`src/uart_consts.svh`:
```
`ifndef UART_CONSTS_SVH
`define UART_CONSTS_SVH

////////////////////
// Transmit FIFO
////////////////////

`define UART_FIFO_DEPTH 16
`define UART_FIFO_AW    4

////////////////////
// Bit period divider
////////////////////

// Clocks per serial bit, written directly by the host
`define UART_DIV_W      16
`define UART_DIV_RESET  16

////////////////////
// Register map
////////////////////

`define UART_ADDR_CTRL   32'h0000_0000
`define UART_ADDR_DIV    32'h0000_0004
`define UART_ADDR_TXDATA 32'h0000_0008
`define UART_ADDR_STATUS 32'h0000_000C

`endif

```
`src/uart_pkg.sv`:
```
package uart_pkg;

    // Serializer frame states
    typedef enum logic [2:0] {
        TX_IDLE   = 3'd0,
        TX_START  = 3'd1,
        TX_DATA   = 3'd2,
        TX_PARITY = 3'd3,
        TX_STOP   = 3'd4
    } tx_state_t;

    // Register select, taken from address bits [3:2]
    typedef enum logic [1:0] {
        REG_CTRL   = 2'd0,
        REG_DIV    = 2'd1,
        REG_TXDATA = 2'd2,
        REG_STATUS = 2'd3
    } reg_sel_t;

endpackage

```
`src/uart_if.sv`:
```
`timescale 1ns/1ps

`include "uart_consts.svh"

// Configuration out to the serializer, busy back to the registers
interface uart_cfg_if;
    logic                   tx_en;
    logic                   parity_en;
    logic                   parity_odd;
    logic [`UART_DIV_W-1:0] baud_div;
    logic                   busy;

    modport regs (output tx_en, parity_en, parity_odd, baud_div, input busy);
    modport ser  (input tx_en, parity_en, parity_odd, baud_div, output busy);
endinterface

// Write side of the transmit FIFO
interface uart_fifo_wr_if;
    logic                    push;
    logic [7:0]              push_data;
    logic                    full;
    logic [`UART_FIFO_AW:0]  level;

    modport regs (output push, push_data, input full, level);
    modport fifo (input push, push_data, output full, level);
endinterface

```
`src/uart_regs.sv`:
```
`timescale 1ns/1ps

`include "uart_consts.svh"

module uart_regs (
    input  logic         clk,
    input  logic         nrst,
    input  logic [31:0]  s_awaddr,
    input  logic         s_awvalid,
    output logic         s_awready,
    input  logic [31:0]  s_wdata,
    input  logic [3:0]   s_wstrb,
    input  logic         s_wvalid,
    output logic         s_wready,
    output logic [1:0]   s_bresp,
    output logic         s_bvalid,
    input  logic         s_bready,
    input  logic [31:0]  s_araddr,
    input  logic         s_arvalid,
    output logic         s_arready,
    output logic [31:0]  s_rdata,
    output logic [1:0]   s_rresp,
    output logic         s_rvalid,
    input  logic         s_rready,
    uart_cfg_if.regs     cfg,
    uart_fifo_wr_if.regs fwr,
    input  logic         fifo_empty
);

    logic                   aw_held;
    logic                   w_held;
    logic [31:0]            aw_addr;
    logic [31:0]            w_data;
    logic                   do_write;
    uart_pkg::reg_sel_t     wr_sel;
    uart_pkg::reg_sel_t     rd_sel;
    logic [31:0]            rd_word;
    logic                   tx_en;
    logic                   parity_en;
    logic                   parity_odd;
    logic [`UART_DIV_W-1:0] baud_div;
    logic                   overflow;

    // Only the four aligned offsets are mapped
    function automatic logic addr_hit(input logic [31:0] addr);
        return (addr == `UART_ADDR_CTRL) || (addr == `UART_ADDR_DIV) ||
               (addr == `UART_ADDR_TXDATA) || (addr == `UART_ADDR_STATUS);
    endfunction

    ////////////////////
    // Write channel
    ////////////////////

    assign s_awready = !aw_held && !s_bvalid;
    assign s_wready  = !w_held && !s_bvalid;
    assign s_bresp   = 2'b00;
    assign do_write  = aw_held && w_held && !s_bvalid;
    assign wr_sel    = uart_pkg::reg_sel_t'(aw_addr[3:2]);

    always_ff @(posedge clk) begin
        if (!nrst) begin
            aw_held  <= 1'b0;
            w_held   <= 1'b0;
            s_bvalid <= 1'b0;
        end else begin
            if (s_awvalid && s_awready)
                aw_held <= 1'b1;
            if (s_wvalid && s_wready)
                w_held <= 1'b1;
            if (do_write) begin
                aw_held  <= 1'b0;
                w_held   <= 1'b0;
                s_bvalid <= 1'b1;
            end else if (s_bready) begin
                s_bvalid <= 1'b0;
            end
        end
    end

    always_ff @(posedge clk) begin
        if (s_awvalid && s_awready)
            aw_addr <= s_awaddr;
        if (s_wvalid && s_wready)
            w_data <= s_wdata;
    end

    // Byte goes to the FIFO in the same cycle the register write happens
    assign fwr.push = do_write && addr_hit(aw_addr) && (wr_sel == uart_pkg::REG_TXDATA) &&
                      !fwr.full;
    assign fwr.push_data = w_data[7:0];

    always_ff @(posedge clk) begin
        if (!nrst) begin
            tx_en      <= 1'b0;
            parity_en  <= 1'b0;
            parity_odd <= 1'b0;
            baud_div   <= `UART_DIV_W'(`UART_DIV_RESET);
            overflow   <= 1'b0;
        end else if (do_write && addr_hit(aw_addr)) begin
            case (wr_sel)
                uart_pkg::REG_CTRL: begin
                    tx_en      <= w_data[0];
                    parity_en  <= w_data[1];
                    parity_odd <= w_data[2];
                end
                uart_pkg::REG_DIV:
                    // Clamp so every bit lasts at least two clocks
                    baud_div <= (w_data[`UART_DIV_W-1:0] < `UART_DIV_W'(2)) ?
                                `UART_DIV_W'(2) : w_data[`UART_DIV_W-1:0];
                uart_pkg::REG_TXDATA:
                    if (fwr.full)
                        overflow <= 1'b1;
                default:
                    overflow <= 1'b0;
            endcase
        end
    end

    assign cfg.tx_en      = tx_en;
    assign cfg.parity_en  = parity_en;
    assign cfg.parity_odd = parity_odd;
    assign cfg.baud_div   = baud_div;

    ////////////////////
    // Read channel
    ////////////////////

    assign s_arready = !s_rvalid;
    assign s_rresp   = 2'b00;
    assign rd_sel    = uart_pkg::reg_sel_t'(s_araddr[3:2]);

    always_comb begin
        case (rd_sel)
            uart_pkg::REG_CTRL:   rd_word = {29'd0, parity_odd, parity_en, tx_en};
            uart_pkg::REG_DIV:    rd_word = {{(32-`UART_DIV_W){1'b0}}, baud_div};
            uart_pkg::REG_STATUS: rd_word = {{(27-`UART_FIFO_AW){1'b0}}, fwr.level, overflow,
                                             cfg.busy, fwr.full, fifo_empty};
            default:              rd_word = 32'd0;
        endcase
    end

    always_ff @(posedge clk) begin
        if (!nrst)
            s_rvalid <= 1'b0;
        else if (s_arvalid && s_arready)
            s_rvalid <= 1'b1;
        else if (s_rready)
            s_rvalid <= 1'b0;
    end

    always_ff @(posedge clk) begin
        if (s_arvalid && s_arready)
            s_rdata <= addr_hit(s_araddr) ? rd_word : 32'd0;
    end

    a_bvalid_after_pair: assert property (@(posedge clk) disable iff (!nrst)
        $rose(s_bvalid) |-> $past(aw_held && w_held));

    // Checked against the FIFO level rather than its full flag
    a_no_push_full: assert property (@(posedge clk) disable iff (!nrst)
        fwr.push |-> (fwr.level < (`UART_FIFO_AW+1)'(`UART_FIFO_DEPTH)));

endmodule

```
`src/uart_tx_fifo.sv`:
```
`timescale 1ns/1ps

`include "uart_consts.svh"

module uart_tx_fifo (
    input  logic         clk,
    input  logic         nrst,
    uart_fifo_wr_if.fifo wr,
    input  logic         pop,
    output logic [7:0]   pop_data,
    output logic         empty
);

    logic [7:0]              mem [`UART_FIFO_DEPTH];
    logic [`UART_FIFO_AW-1:0] wptr;
    logic [`UART_FIFO_AW-1:0] rptr;
    logic [`UART_FIFO_AW:0]   level;

    ////////////////////
    // Storage
    ////////////////////

    always_ff @(posedge clk) begin
        if (wr.push)
            mem[wptr] <= wr.push_data;
    end

    // Head entry, no read latency
    assign pop_data = mem[rptr];

    ////////////////////
    // Pointers and level
    ////////////////////

    always_ff @(posedge clk) begin
        if (!nrst) begin
            wptr  <= '0;
            rptr  <= '0;
            level <= '0;
        end else begin
            // Pointers wrap naturally at the depth
            if (wr.push)
                wptr <= wptr + 1'b1;
            if (pop)
                rptr <= rptr + 1'b1;
            case ({wr.push, pop})
                2'b10:   level <= level + 1'b1;
                2'b01:   level <= level - 1'b1;
                default: level <= level;
            endcase
        end
    end

    assign empty    = (level == '0);
    assign wr.full  = (level == (`UART_FIFO_AW+1)'(`UART_FIFO_DEPTH));
    assign wr.level = level;

    a_no_pop_empty: assert property (@(posedge clk) disable iff (!nrst)
        pop |-> !empty);

endmodule

```
`src/uart_tx_serializer.sv`:
```
`timescale 1ns/1ps

`include "uart_consts.svh"

module uart_tx_serializer (
    input  logic       clk,
    input  logic       nrst,
    uart_cfg_if.ser    cfg,
    output logic       pop,
    input  logic [7:0] pop_data,
    input  logic       empty,
    output logic       txd
);

    uart_pkg::tx_state_t    state;
    logic [`UART_DIV_W-1:0] cnt;
    logic [`UART_DIV_W-1:0] div_q;
    logic [2:0]             bit_idx;
    logic [7:0]             shreg;
    logic                   par_bit;
    logic                   par_en_q;
    logic                   bit_end;

    assign bit_end  = (cnt == div_q - `UART_DIV_W'(1));
    assign cfg.busy = (state != uart_pkg::TX_IDLE);

    // Take the next byte from idle or straight out of a stop bit
    assign pop = cfg.tx_en && !empty &&
                 ((state == uart_pkg::TX_IDLE) || ((state == uart_pkg::TX_STOP) && bit_end));

    ////////////////////
    // Frame FSM
    ////////////////////

    always_ff @(posedge clk) begin
        if (!nrst) begin
            state   <= uart_pkg::TX_IDLE;
            cnt     <= '0;
            bit_idx <= '0;
            txd     <= 1'b1;
        end else begin
            case (state)
                uart_pkg::TX_IDLE: begin
                    cnt <= '0;
                    if (pop) begin
                        state <= uart_pkg::TX_START;
                        txd   <= 1'b0;
                    end
                end
                uart_pkg::TX_START: begin
                    cnt <= bit_end ? '0 : cnt + 1'b1;
                    if (bit_end) begin
                        state   <= uart_pkg::TX_DATA;
                        bit_idx <= '0;
                        txd     <= shreg[0];
                    end
                end
                uart_pkg::TX_DATA: begin
                    cnt <= bit_end ? '0 : cnt + 1'b1;
                    if (bit_end) begin
                        if (bit_idx == 3'd7) begin
                            state <= par_en_q ? uart_pkg::TX_PARITY : uart_pkg::TX_STOP;
                            txd   <= par_en_q ? par_bit : 1'b1;
                        end else begin
                            bit_idx <= bit_idx + 1'b1;
                            txd     <= shreg[1];
                        end
                    end
                end
                uart_pkg::TX_PARITY: begin
                    cnt <= bit_end ? '0 : cnt + 1'b1;
                    if (bit_end) begin
                        state <= uart_pkg::TX_STOP;
                        txd   <= 1'b1;
                    end
                end
                uart_pkg::TX_STOP: begin
                    cnt <= bit_end ? '0 : cnt + 1'b1;
                    if (bit_end) begin
                        // Back to back frame when more data waits
                        state <= pop ? uart_pkg::TX_START : uart_pkg::TX_IDLE;
                        txd   <= !pop;
                    end
                end
                default: begin
                    state <= uart_pkg::TX_IDLE;
                    txd   <= 1'b1;
                end
            endcase
        end
    end

    ////////////////////
    // Frame data
    ////////////////////

    // Divider and parity settings are frozen per frame at the pop
    always_ff @(posedge clk) begin
        if (pop) begin
            shreg    <= pop_data;
            par_bit  <= (^pop_data) ^ cfg.parity_odd;
            par_en_q <= cfg.parity_en;
            div_q    <= cfg.baud_div;
        end else if ((state == uart_pkg::TX_DATA) && bit_end) begin
            shreg <= {1'b0, shreg[7:1]};
        end
    end

    a_idle_line_high: assert property (@(posedge clk) disable iff (!nrst)
        (state == uart_pkg::TX_IDLE) |-> txd);

endmodule

```
`src/uart_tx_top.sv`:
```
`timescale 1ns/1ps

module uart_tx_top (
    input  logic        clk,
    input  logic        nrst,
    input  logic [31:0] s_awaddr,
    input  logic        s_awvalid,
    output logic        s_awready,
    input  logic [31:0] s_wdata,
    input  logic [3:0]  s_wstrb,
    input  logic        s_wvalid,
    output logic        s_wready,
    output logic [1:0]  s_bresp,
    output logic        s_bvalid,
    input  logic        s_bready,
    input  logic [31:0] s_araddr,
    input  logic        s_arvalid,
    output logic        s_arready,
    output logic [31:0] s_rdata,
    output logic [1:0]  s_rresp,
    output logic        s_rvalid,
    input  logic        s_rready,
    output logic        txd
);

    logic       pop;
    logic [7:0] pop_data;
    logic       empty;

    uart_cfg_if     cfg_bus ();
    uart_fifo_wr_if fwr_bus ();

    // Host side register block
    uart_regs u_regs (
        .clk, .nrst,
        .s_awaddr, .s_awvalid, .s_awready,
        .s_wdata, .s_wstrb, .s_wvalid, .s_wready,
        .s_bresp, .s_bvalid, .s_bready,
        .s_araddr, .s_arvalid, .s_arready,
        .s_rdata, .s_rresp, .s_rvalid, .s_rready,
        .cfg        (cfg_bus.regs),
        .fwr        (fwr_bus.regs),
        .fifo_empty (empty)
    );

    uart_tx_fifo u_fifo (
        .clk, .nrst,
        .wr       (fwr_bus.fifo),
        .pop      (pop),
        .pop_data (pop_data),
        .empty    (empty)
    );

    // Line side
    uart_tx_serializer u_ser (
        .clk, .nrst,
        .cfg      (cfg_bus.ser),
        .pop      (pop),
        .pop_data (pop_data),
        .empty    (empty),
        .txd      (txd)
    );

endmodule

```
`config.mk`:
```
export PLATFORM = sky130hd
export DESIGN_NAME = uart_tx_top
export DESIGN_NICKNAME = d
export VERILOG_FILES = /design/src/uart_pkg.sv /design/src/uart_if.sv /design/src/uart_regs.sv /design/src/uart_tx_fifo.sv /design/src/uart_tx_serializer.sv /design/src/uart_tx_top.sv
export VERILOG_INCLUDE_DIRS = /design/src
export SDC_FILE = /design/constraint.sdc
export NUM_CORES = 1
export LEC_CHECK = 0
export BUFFER_PORTS_ARGS = -buffer_cell sky130_fd_sc_hd__buf_2
export CAP_MARGIN = 20
export CORE_MARGIN = 2
export CORE_UTILIZATION = 55
export DETAILED_ROUTE_END_ITERATION = 10
export PLACE_DENSITY_LB_ADDON = 0.1
export SLEW_MARGIN = 25
export SYNTH_ARGS = -nofsm -noshare
export SYNTH_HDL_FRONTEND = slang
export SYNTH_SLANG_ARGS = --single-unit
```
`constraint.sdc`:
```
create_clock -name clk -period 12.1 [get_ports clk]
set_clock_uncertainty 0.2 [all_clocks]
set_input_delay 2.42 -clock clk [delete_from_list [all_inputs] [get_ports clk]]
set_output_delay 2.42 -clock clk [all_outputs]
set_load 0.1 [all_outputs]
```
# Yosys cells after proc, flatten, opt, wreduce, memory -nomap -nowiden
# Memory sizes are Yosys's and may differ from the RTL's. A register that Yosys moved wholly into a read port is not among the register bits.
# Cells that the tools add are included.
# totals
register_bits,166
latchBits,0
ramBits,128
rom_bits,0
input_bits,107
wordCells,151
n_memories,1
# memory_table
memory,words,width,read_ports,rd_clocked_by_memory_dff,wr,line,source
u_fifo.mem,16,8,1,1,1,uart_tx_fifo.sv:14,logic [7:0] mem [`UART_FIFO_DEPTH];
# classes
n_addsub,7
multipliers,0
n_div,0
order_cmp,1
eq_ne,27
n_shift,0
mux,38
bitwise,3
reduce_logical,51
# ops
cell,n
$eq A32 B4 Y1 const B,4
$eq A32 B3 Y1 const B,2
$logic_not A32 Y1,2
$pmux W16 S3,1
$mux W16,2
$pmux W16 S2,1
$mux W3,10
$add A16 B1 Y16 const B,1
$eq A16 B16 Y1,1
$lt A16 B2 Y1 const B,1
$mux W8,2
$sub A16 B1 Y16 const B,1
$mux W1,15
$pmux W3 S5,1
$logic_and A1 B1 Y1,14
$ne A2 B1 Y1 const B,6
$reduce_bool A2 Y1,6
$pmux W5 S2,1
$add A4 B1 Y4 const B,2
$mux W4,2
$reduce_xor A8 Y1,1
$logic_not A1 Y1,7
$logic_or A1 B1 Y1,7
$eq A2 B1 Y1 const B,3
25 further kinds,34

# Depth between registers and ports, before layout
# Gate-level depths: netlist (run 1).
# depth
depth_word,9
ltp_mapped,20
mapped_depth_nobuf,18

# By module
# A second synthesis (run 1) with hierarchy kept.
# unflattened
cells_unflattened,873
area_unflattened_um2,12366.9
# by_module_without_submodules
mod,n_inst,cells_each,area_each_um2
uart_tx_fifo,1,312,5874.4
uart_regs,1,283,3709.8
uart_tx_serializer,1,278,2782.7

# Worst setup path before layout (run 1)
# No wires, ideal clock.
# synth_timing
path_kind,reg-to-reg
from,reg u_ser.div_q[0]
to,reg u_fifo.level[4] (netlist: u_fifo.wr.level[4])
setup_time_ns,0.076
arrival_ns,4.472
required_ns,11.824
path_slack_ns,7.352
path_stages_with_launch,21
n_path_buf,2
period_less_slack_ns,4.748
cell_sequence,edfxtp_1 inv_1 ha_1 nor4b_4 a31oi_1 a221oi_1 nor2_1 nor4_4 a31oi_1 nor2_1 buf_4 ha_1 clkbuf_1 xor2_1 ha_1 o21ai_0 a21oi_1 a21oi_1 xor2_1 or3_1 a21boi_0
# synth_between
elab_chain_len,7
elab_cells_between_ends,9
cone_classes,add/sub: 1; eq/ne: 3; mux: 1; reduce/logical: 4
# synth_rtl
element,line,source
from (decl),uart_tx_serializer.sv:17,logic [`UART_DIV_W-1:0] div_q;
from (signal assigned),uart_tx_serializer.sv:103,div_q <= cfg.baud_div;
$sub A16 B1 Y16 *,uart_tx_serializer.sv:24,assign bit_end = (cnt == div_q - `UART_DIV_W'(1));
$eq A16 B16 Y1 *,uart_tx_serializer.sv:24,
$logic_and A1 B1 Y1 *,uart_tx_serializer.sv:29,((state == uart_pkg::TX_IDLE) || ((state == uart_pkg::TX_STOP) && bit_end));
$logic_or A1 B1 Y1 *,uart_tx_serializer.sv:29,
$logic_and A1 B1 Y1 *,uart_tx_serializer.sv:28,assign pop = cfg.tx_en && !empty &&
$eq A2 B1 Y1 or $eq A2 B2 Y1 (tied branches),uart_tx_fifo.sv:46,"case ({wr.push, pop})"
$pmux W5 S2 or $reduce_bool A2 Y1 (tied branches),n/a,
to (signal assigned),uart_tx_fifo.sv:47,2'b10: level <= level + 1'b1;
to (signal assigned),uart_tx_fifo.sv:48,2'b01: level <= level - 1'b1;
to (signal assigned),uart_tx_fifo.sv:49,default: level <= level;
to (decl),uart_tx_fifo.sv:17,logic [`UART_FIFO_AW:0] level;
# Mark *: on every way between the ends. The rest lies on a longest branch, timed or not.
# A chain may end at the register's enable or synchronous reset.

# Worst setup path in the final report (run 1)
# Same ends and word-level chain as after synthesis.

==> results.md, run 1 <==
* Status: finished, final reports clean
* Synth area leader: edfxtp_1
* DRT iter0 DRCs at 439
* Layout cells sized above 1 at 0.216
* DRT Pass-1 Iters at 5
* Io pins at 149
* Post-DR wirelength/cell at 18.6 um
* Routed Antenna Nets at 0
* Post-synth cell types at 59
* Non-filler cells, final at 1273
* Gr usage total at 0.204
* Period utilization at 0.442
* Setup TNS Final at 0 ns
* RePlAce Congestion at 0.803
* WP data arrival at 5.62 ns
* Min-Delay Path Class: reg2reg
* DR vias at 7126
* Synth top area cells: edfxtp_1, dfxtp_1, mux4_2
* Asr flop ratio synth at 0
* F_max at 187 MHz
* Placed insts at 1221
* # clock sinks at 282
* Vias per inst at 5.60
* Total CTS buffers at 28
* Die Height at 152 um
* Worst vdd ir at 0.000114 V
* Synth cell count leaders: edfxtp_1, nand2_1, dfxtp_1, nor2_1
* Worst slack, placed at 6.76 ns
* Initial antenna violation count at 1
* Final Hold Fails at 0
* Post-CTS setup buffers at 0
* Layout area overhead at 14.6%
* CP Capture Type: flip-flop
* Top cell by count, worst path: ha_1
* Post-CTS sizing at 0
* EDFF count, synth at 218
* Worst setup margin at 6.76 ns
* Worst path max stage delay at 0.53 ns
* LEAKAGE at 4.75 nW
* Max Root-Sink Buffers at 3
* Worst-path clk slew at 0.06 ns
* Residual DRC count at 0
* Relative slew slack at 0.421
* CTS Hold Buffers Added at 0
* Crit-path max FO at 30
* Largest net degree at the start of global routing at 58
* Sequential-to-total area share from yosys stat at 0.650
* Overflow after GRT at 0
* Die footprint at 23100 um^2
* Synth warn at 0
* Filler cells at 1647
* Clock root cell: clkbuf_16
* Worst slew pin tran at 0.865 ns
* Nets@finish at 1091
* Final setup fails at 0
* DRT Wirelength at 23.7 mm
* Crit path cell chain: inv_1 -> ha_1 -> nor4b_4 -> a31oi_1 -> a221oi_1 -> nor2_1 -> nor4_4 -> a31oi_1 -> nor2_2 -> buf_4 -> ha_1 -> xor2_1 -> ha_1 -> o21ai_0 -> a21oi_1 -> a21oi_1 -> xor2_1 -> or3_1 -> a21boi_0
* Pwr Density at 151 nW/um^2
* Kind of critical path: reg2reg
* Final Max Tran Viols at 0
* Syn Inst Count at 858
* Synthesized area at 12000 um^2
* Post-synth top flop: edfxtp_1
* Core Box Area at 21600 um^2
* Max-cap check violation count at 0
* Vias in the first global route at 6927
* H-Tree Depth at 1
* Chip width at 152 um
* Starting density of the core at 0.557
* CTS tree: built
* Most numerous cell in the Yosys netlist: edfxtp_1
* RSZ-0062 raised after global routing: false
* FP Rows at 54
* Post-synthesis average cell area at 14.0 um^2
* I/O Buffers at 108
* Clk_lat worst skew at 0.55 ns
* Synth top area share at 0.544
* Yosys reg bits at 282
* Detailed Place HPWL at 15.9 mm
* Period minus WS final at 5.34 ns
* Slowest CP cell: nor4b_4
* Startpoint types: flip-flop
* Diode count at 0
* Worst EP required at 12.38 ns
* First-pass GRT wire length at 37.7 mm
[through the flow]
step | cell area (um^2) | hold slack (ns) | utilization | total power [W]
2_1_floorplan | 12100 | 0.221 | - | 0.00117
3_3_place_gp | 12800 | 0.244 | 0.592 | 0.00119
3_5_place_dp | 12800 | 0.249 | 0.592 | 0.00119
4_1_cts | 13800 | 0.263 | 0.638 | 0.00210
5_1_grt | 13800 | 0.285 | 0.638 | 0.00214
6_report | 13800 | 0.260 | 0.638 | 0.00208
[worst max-delay path, delay by kind of cell, from the launching register on]
kind	cells	cell delay (ns)
adders and majority gates	3	0.89
and+or+nand+nor	5	1.62
xor gates and xnor gates	2	0.33
buffers and inverters	2	0.48
DFF	1	0.47
AOI/OAI and AO/OA	7	1.29
[final timing paths]
kind / cells after the start / endpoint / startpoint / slack [ns]
setup / recovery: 19 / u_fifo.wr.level[4]$_SDFFE_PN0P_ / u_ser.div_q[0]$_DFFE_PN_ / 6.76
hold / removal: 0 / u_ser.div_q[12]$_DFFE_PN_ / u_regs.cfg.baud_div[12]$_SDFFE_PN0P_ / 0.26
setup reg to reg: 19 / u_fifo.wr.level[4]$_SDFFE_PN0P_ / u_ser.div_q[0]$_DFFE_PN_ / 6.76
hold reg to reg: 0 / u_ser.div_q[12]$_DFFE_PN_ / u_regs.cfg.baud_div[12]$_SDFFE_PN0P_ / 0.26
[cell usage in the layout, fill, tap and decap left out, types with 4 or more instances in the layout]
master and instances:
a2bb2oi_1 4, nor2b_1 22, and2_1 22, nor2_1 51, nand2b_1 8, clkbuf_8 4, ha_1 13, buf_2 108
xor2_1 13, o21ai_0 13, dfxtp_1 63, a31oi_1 9, mux4_2 36, buf_4 12, nor4_1 25, nor3_1 17
edfxtp_1 218, nand3_1 19, clkbuf_1 4, mux2_2 8, inv_1 21, a21oi_1 15, bufinv_16 5, nand4_1 7
mux2i_1 36, a22oi_1 7, or3_1 8, xnor2_1 24, nand2_1 72, conb_1 20, clkbuf_16 28, a21boi_0 12
and3_1 6, clkinv_1 6
[per-layer routing]
metal / up-vias / GRT usage / share of wire
met5: - / 0 / 0.00030
met1: 3486 / 0.300 / 0.46
met4: 2 / 0.0432 / 0.018
met2: 179 / 0.328 / 0.47
met3: 33 / 0.0337 / 0.049
li1: 3426 / - / -
[cell families (layout without fill, tap and decap cells)]
group                      after synthesis  count (layout)  synth area share
DFF                                    282             282             0.650
other                                    1              20          0.000311
xor gates and xnor gates                38              38            0.0288
buffers and inverters                   77             193            0.0310
AOI/OAI and AO/OA                       92              92            0.0531
muxes                                   80              80             0.105
adders and majority gates               13              13            0.0135
and+or+nand+nor                        275             275             0.118
[report_power, final]
group,switching [W],internal [W]
Combinational,0.0000767,0.0000183
Sequential,0.0000138,0.00106
Clock,0.000355,0.000557
Total,0.000446,0.00163
[area by class of cell]
type,instances,area (um^2),area share
inverters,21,78.8,0.00571
clock inverters,16,225,0.0163
clock buffers,36,771,0.0559
flip-flops and latches,282,7830,0.567
multi-input cells,518,3910,0.284
repair buffers,120,631,0.0457
well taps,280,350,0.0254
[state kept, by name, summed over array words and instances (netlist names), 3 cells and up, named ones only]
| signal | cells |
|---|---|
| u_fifo.wptr | 4 |
| u_regs.s_rdata | 16 |
| u_ser.bit_idx | 3 |
| u_fifo.rptr | 4 |
| u_ser.cnt | 16 |
| u_fifo.wr.level | 5 |
| u_fifo.mem | 128 |
| u_regs.cfg.baud_div | 16 |
| u_regs.w_data | 16 |
| u_ser.state | 3 |
| u_regs.aw_addr | 32 |
| u_ser.div_q | 16 |
| u_ser.shreg | 8 |
(Power assumes the default switching activity.)
==> run 2: changes to the inputs <==
clock period = 5 ns   (was 12.1 ns; I/O delays follow)
==> results.md, run 2 (synthesized netlist as in run 1, its figures left out) <==
* Crit path cell chain: inv_1 -> ha_1 -> nor4b_4 -> a31oi_1 -> a221oi_1 -> nor2_1 -> nor4_4 -> a31oi_1 -> nor2_2 -> ha_1 -> xor2_1 -> ha_1 -> o21ai_0 -> a21oi_1 -> a21oi_1 -> xor2_1 -> or3_1 -> a21boi_0 (was inv_1 -> ha_1 -> nor4b_4 -> a31oi_1 -> a221oi_1 -> nor2_1 -> nor4_4 -> a31oi_1 -> nor2_2 -> buf_4 -> ha_1 -> xor2_1 -> ha_1 -> o21ai_0 -> a21oi_1 -> a21oi_1 -> xor2_1 -> or3_1 -> a21boi_0)
* Post-CTS setup buffers at 0 (unchanged)
* Final setup fails at 0 (unchanged)
* Detailed Place HPWL at 16.1 mm (was 15.9 mm)
* FP Rows at 54 (unchanged)
* Worst EP required at 5.29 ns (was 12.38 ns)
* Residual DRC count at 0 (unchanged)
* Starting density of the core at 0.557 (unchanged)
* Min-Delay Path Class: reg2reg (unchanged)
* DR vias at 7095 (was 7126)
* # clock sinks at 282 (unchanged)
* Worst path max stage delay at 0.50 ns (was 0.53 ns)
* Die footprint at 23100 um^2 (unchanged)
* Worst slew pin tran at 0.826 ns (was 0.865 ns)
* I/O Buffers at 108 (unchanged)
* Largest reg by FF count: u_fifo.mem (unchanged)
* Final Hold Fails at 0 (unchanged)
* Kind of critical path: reg2reg (unchanged)
* Top cell by count, worst path: ha_1 (unchanged)
* Max Root-Sink Buffers at 3 (unchanged)
* Post-CTS sizing at 0 (unchanged)
* Clock root cell: clkbuf_16 (unchanged)
* First-pass GRT wire length at 37.5 mm (was 37.7 mm)
* Gr usage total at 0.204 (about the same)
* CTS Hold Buffers Added at 0 (unchanged)
* Initial antenna violation count at 1 (unchanged)
* RePlAce Congestion at 0.818 (was 0.803)
* Buf+Inv Stages, Crit Path at 1 (was 2)
* H-Tree Depth at 1 (unchanged)
* RSZ-0062 raised after global routing: false (unchanged)
* Nets@finish at 1096 (was 1091)
* CP Capture Type: flip-flop (unchanged)
* Startpoint types: flip-flop (unchanged)
* Period utilization at 0.895 (was 0.442)
* Period minus WS final at 4.47 ns (was 5.34 ns)
* Overflow after GRT at 0 (unchanged)
* Die Height at 152 um (unchanged)
* Most common cell after layout, fill and taps aside: edfxtp_1 (unchanged)
* Slowest CP cell: nor4b_4 (unchanged)
* Io pins at 149 (unchanged)
* Routed Antenna Nets at 0 (unchanged)
* Layout area overhead at 14.1% (was 14.6%)
* Largest net degree at the start of global routing at 58 (unchanged)
* Total CTS buffers at 28 (unchanged)
* Commonest non-fill, non-tap cells in the layout: edfxtp_1, buf_2, nand2_1, dfxtp_1, nor2_1 (unchanged)
* Worst-path clk slew at 0.06 ns (about the same)
* Top Registers: u_fifo.mem: 128 flops, u_regs.aw_addr: 32 flops (unchanged)
* Post-DR wirelength/cell at 18.5 um (was 18.6 um)
* DRT Wirelength at 23.7 mm (about the same)
* Layout cells sized above 1 at 0.217 (was 0.216)
* Status: finished, final reports clean (unchanged)
* Max-cap check violation count at 0 (unchanged)
* Core Box Area at 21600 um^2 (unchanged)
* F_max at 223 MHz (was 187 MHz)
* CTS tree: built (unchanged)
* Clk_lat worst skew at 0.56 ns (was 0.55 ns)
* Filler cells at 1666 (was 1647)
* Crit-path max FO at 10 (was 30)
* Diode count at 0 (unchanged)
* Vias in the first global route at 6975 (was 6927)
* Setup TNS Final at 0 ns (unchanged)
* DRT Pass-1 Iters at 5 (unchanged)
* Pwr Density at 353 nW/um^2 (was 151 nW/um^2)
* Family with the most delay on the worst path: simple AND/OR/NAND/NOR gates (unchanged)
* Worst vdd ir at 0.000293 V (was 0.000114 V)
* WP data arrival at 4.77 ns (was 5.62 ns)
* Max reg flops at 128 (unchanged)
* LEAKAGE at 4.74 nW (was 4.75 nW)
* Vias per inst at 5.55 (was 5.60)
* Final Max Tran Viols at 0 (unchanged)
* DRT iter0 DRCs at 429 (was 439)
* Chip width at 152 um (unchanged)
* Fin util at 0.635 (was 0.638)
* Relative slew slack at 0.447 (was 0.421)
==> run 2: area by class of cell <==
cell class / instances / area, um^2 / area share
inverter: 21 / 78.8 / 0.00574
clock buffer: 34 / 733 / 0.0534
timing repair buffer: 125 / 668 / 0.0486
sequential: 282 / 7830 / 0.570
clock inverter: 18 / 164 / 0.0119
multi-input combinational: 518 / 3910 / 0.285
tap: 280 / 350 / 0.0255
==> run 2: power by group <==
part	internal (W)	switching [W]
logic	0.0000442	0.000186
registers	0.00256	0.0000333
clock network	0.00115	0.000868
total	0.00376	0.00109
==> run 2: final timing paths <==
kind                                        startpoint  depth (start not counted)                              end  slack, ns
setup reg to reg              u_ser.div_q[0]$_DFFE_PN_                         18  u_fifo.wr.level[4]$_SDFFE_PN0P_       0.53
hold reg to reg   u_regs.cfg.baud_div[10]$_SDFFE_PN0P_                          0        u_ser.div_q[10]$_DFFE_PN_       0.26
hold / removal    u_regs.cfg.baud_div[10]$_SDFFE_PN0P_                          0        u_ser.div_q[10]$_DFFE_PN_       0.26
setup / recovery              u_ser.div_q[0]$_DFFE_PN_                         18  u_fifo.wr.level[4]$_SDFFE_PN0P_       0.53
==> run 2: through the flow <==
step	power, W	hold slack, ns	instance area, um^2	instances	setup WS [ns]
floorplan	0.00282	0.221	12100	877	0.252
finish	0.00485	0.261	13700	1278	0.525
global placement	0.00288	0.249	12800	1226	0.630
detailed placement	0.00288	0.251	12800	1226	0.507
global route	0.00499	0.270	13700	1278	0.144
CTS	0.00488	0.267	13700	1278	0.530
==> run 2: worst reg2reg max path: cells and delay by family, from the launching register on <==
kind | cells | cell delay [ns]
and+or+nand+nor | 5 | 1.53
AOI/OAI and AO/OA | 7 | 1.13
adders and majority gates | 3 | 0.69
DFF | 1 | 0.46
xor gates and xnor gates | 2 | 0.33
buffers and inverters | 1 | 0.09
==> run 2: layer usage <==
metal / vias to the layer above / GRT usage / part of all wire
met5: - / 0 / 0
met4: 0 / 0.0445 / 0.015
met3: 32 / 0.0337 / 0.040
met2: 149 / 0.323 / 0.47
met1: 3472 / 0.302 / 0.47
li1: 3442 / - / -
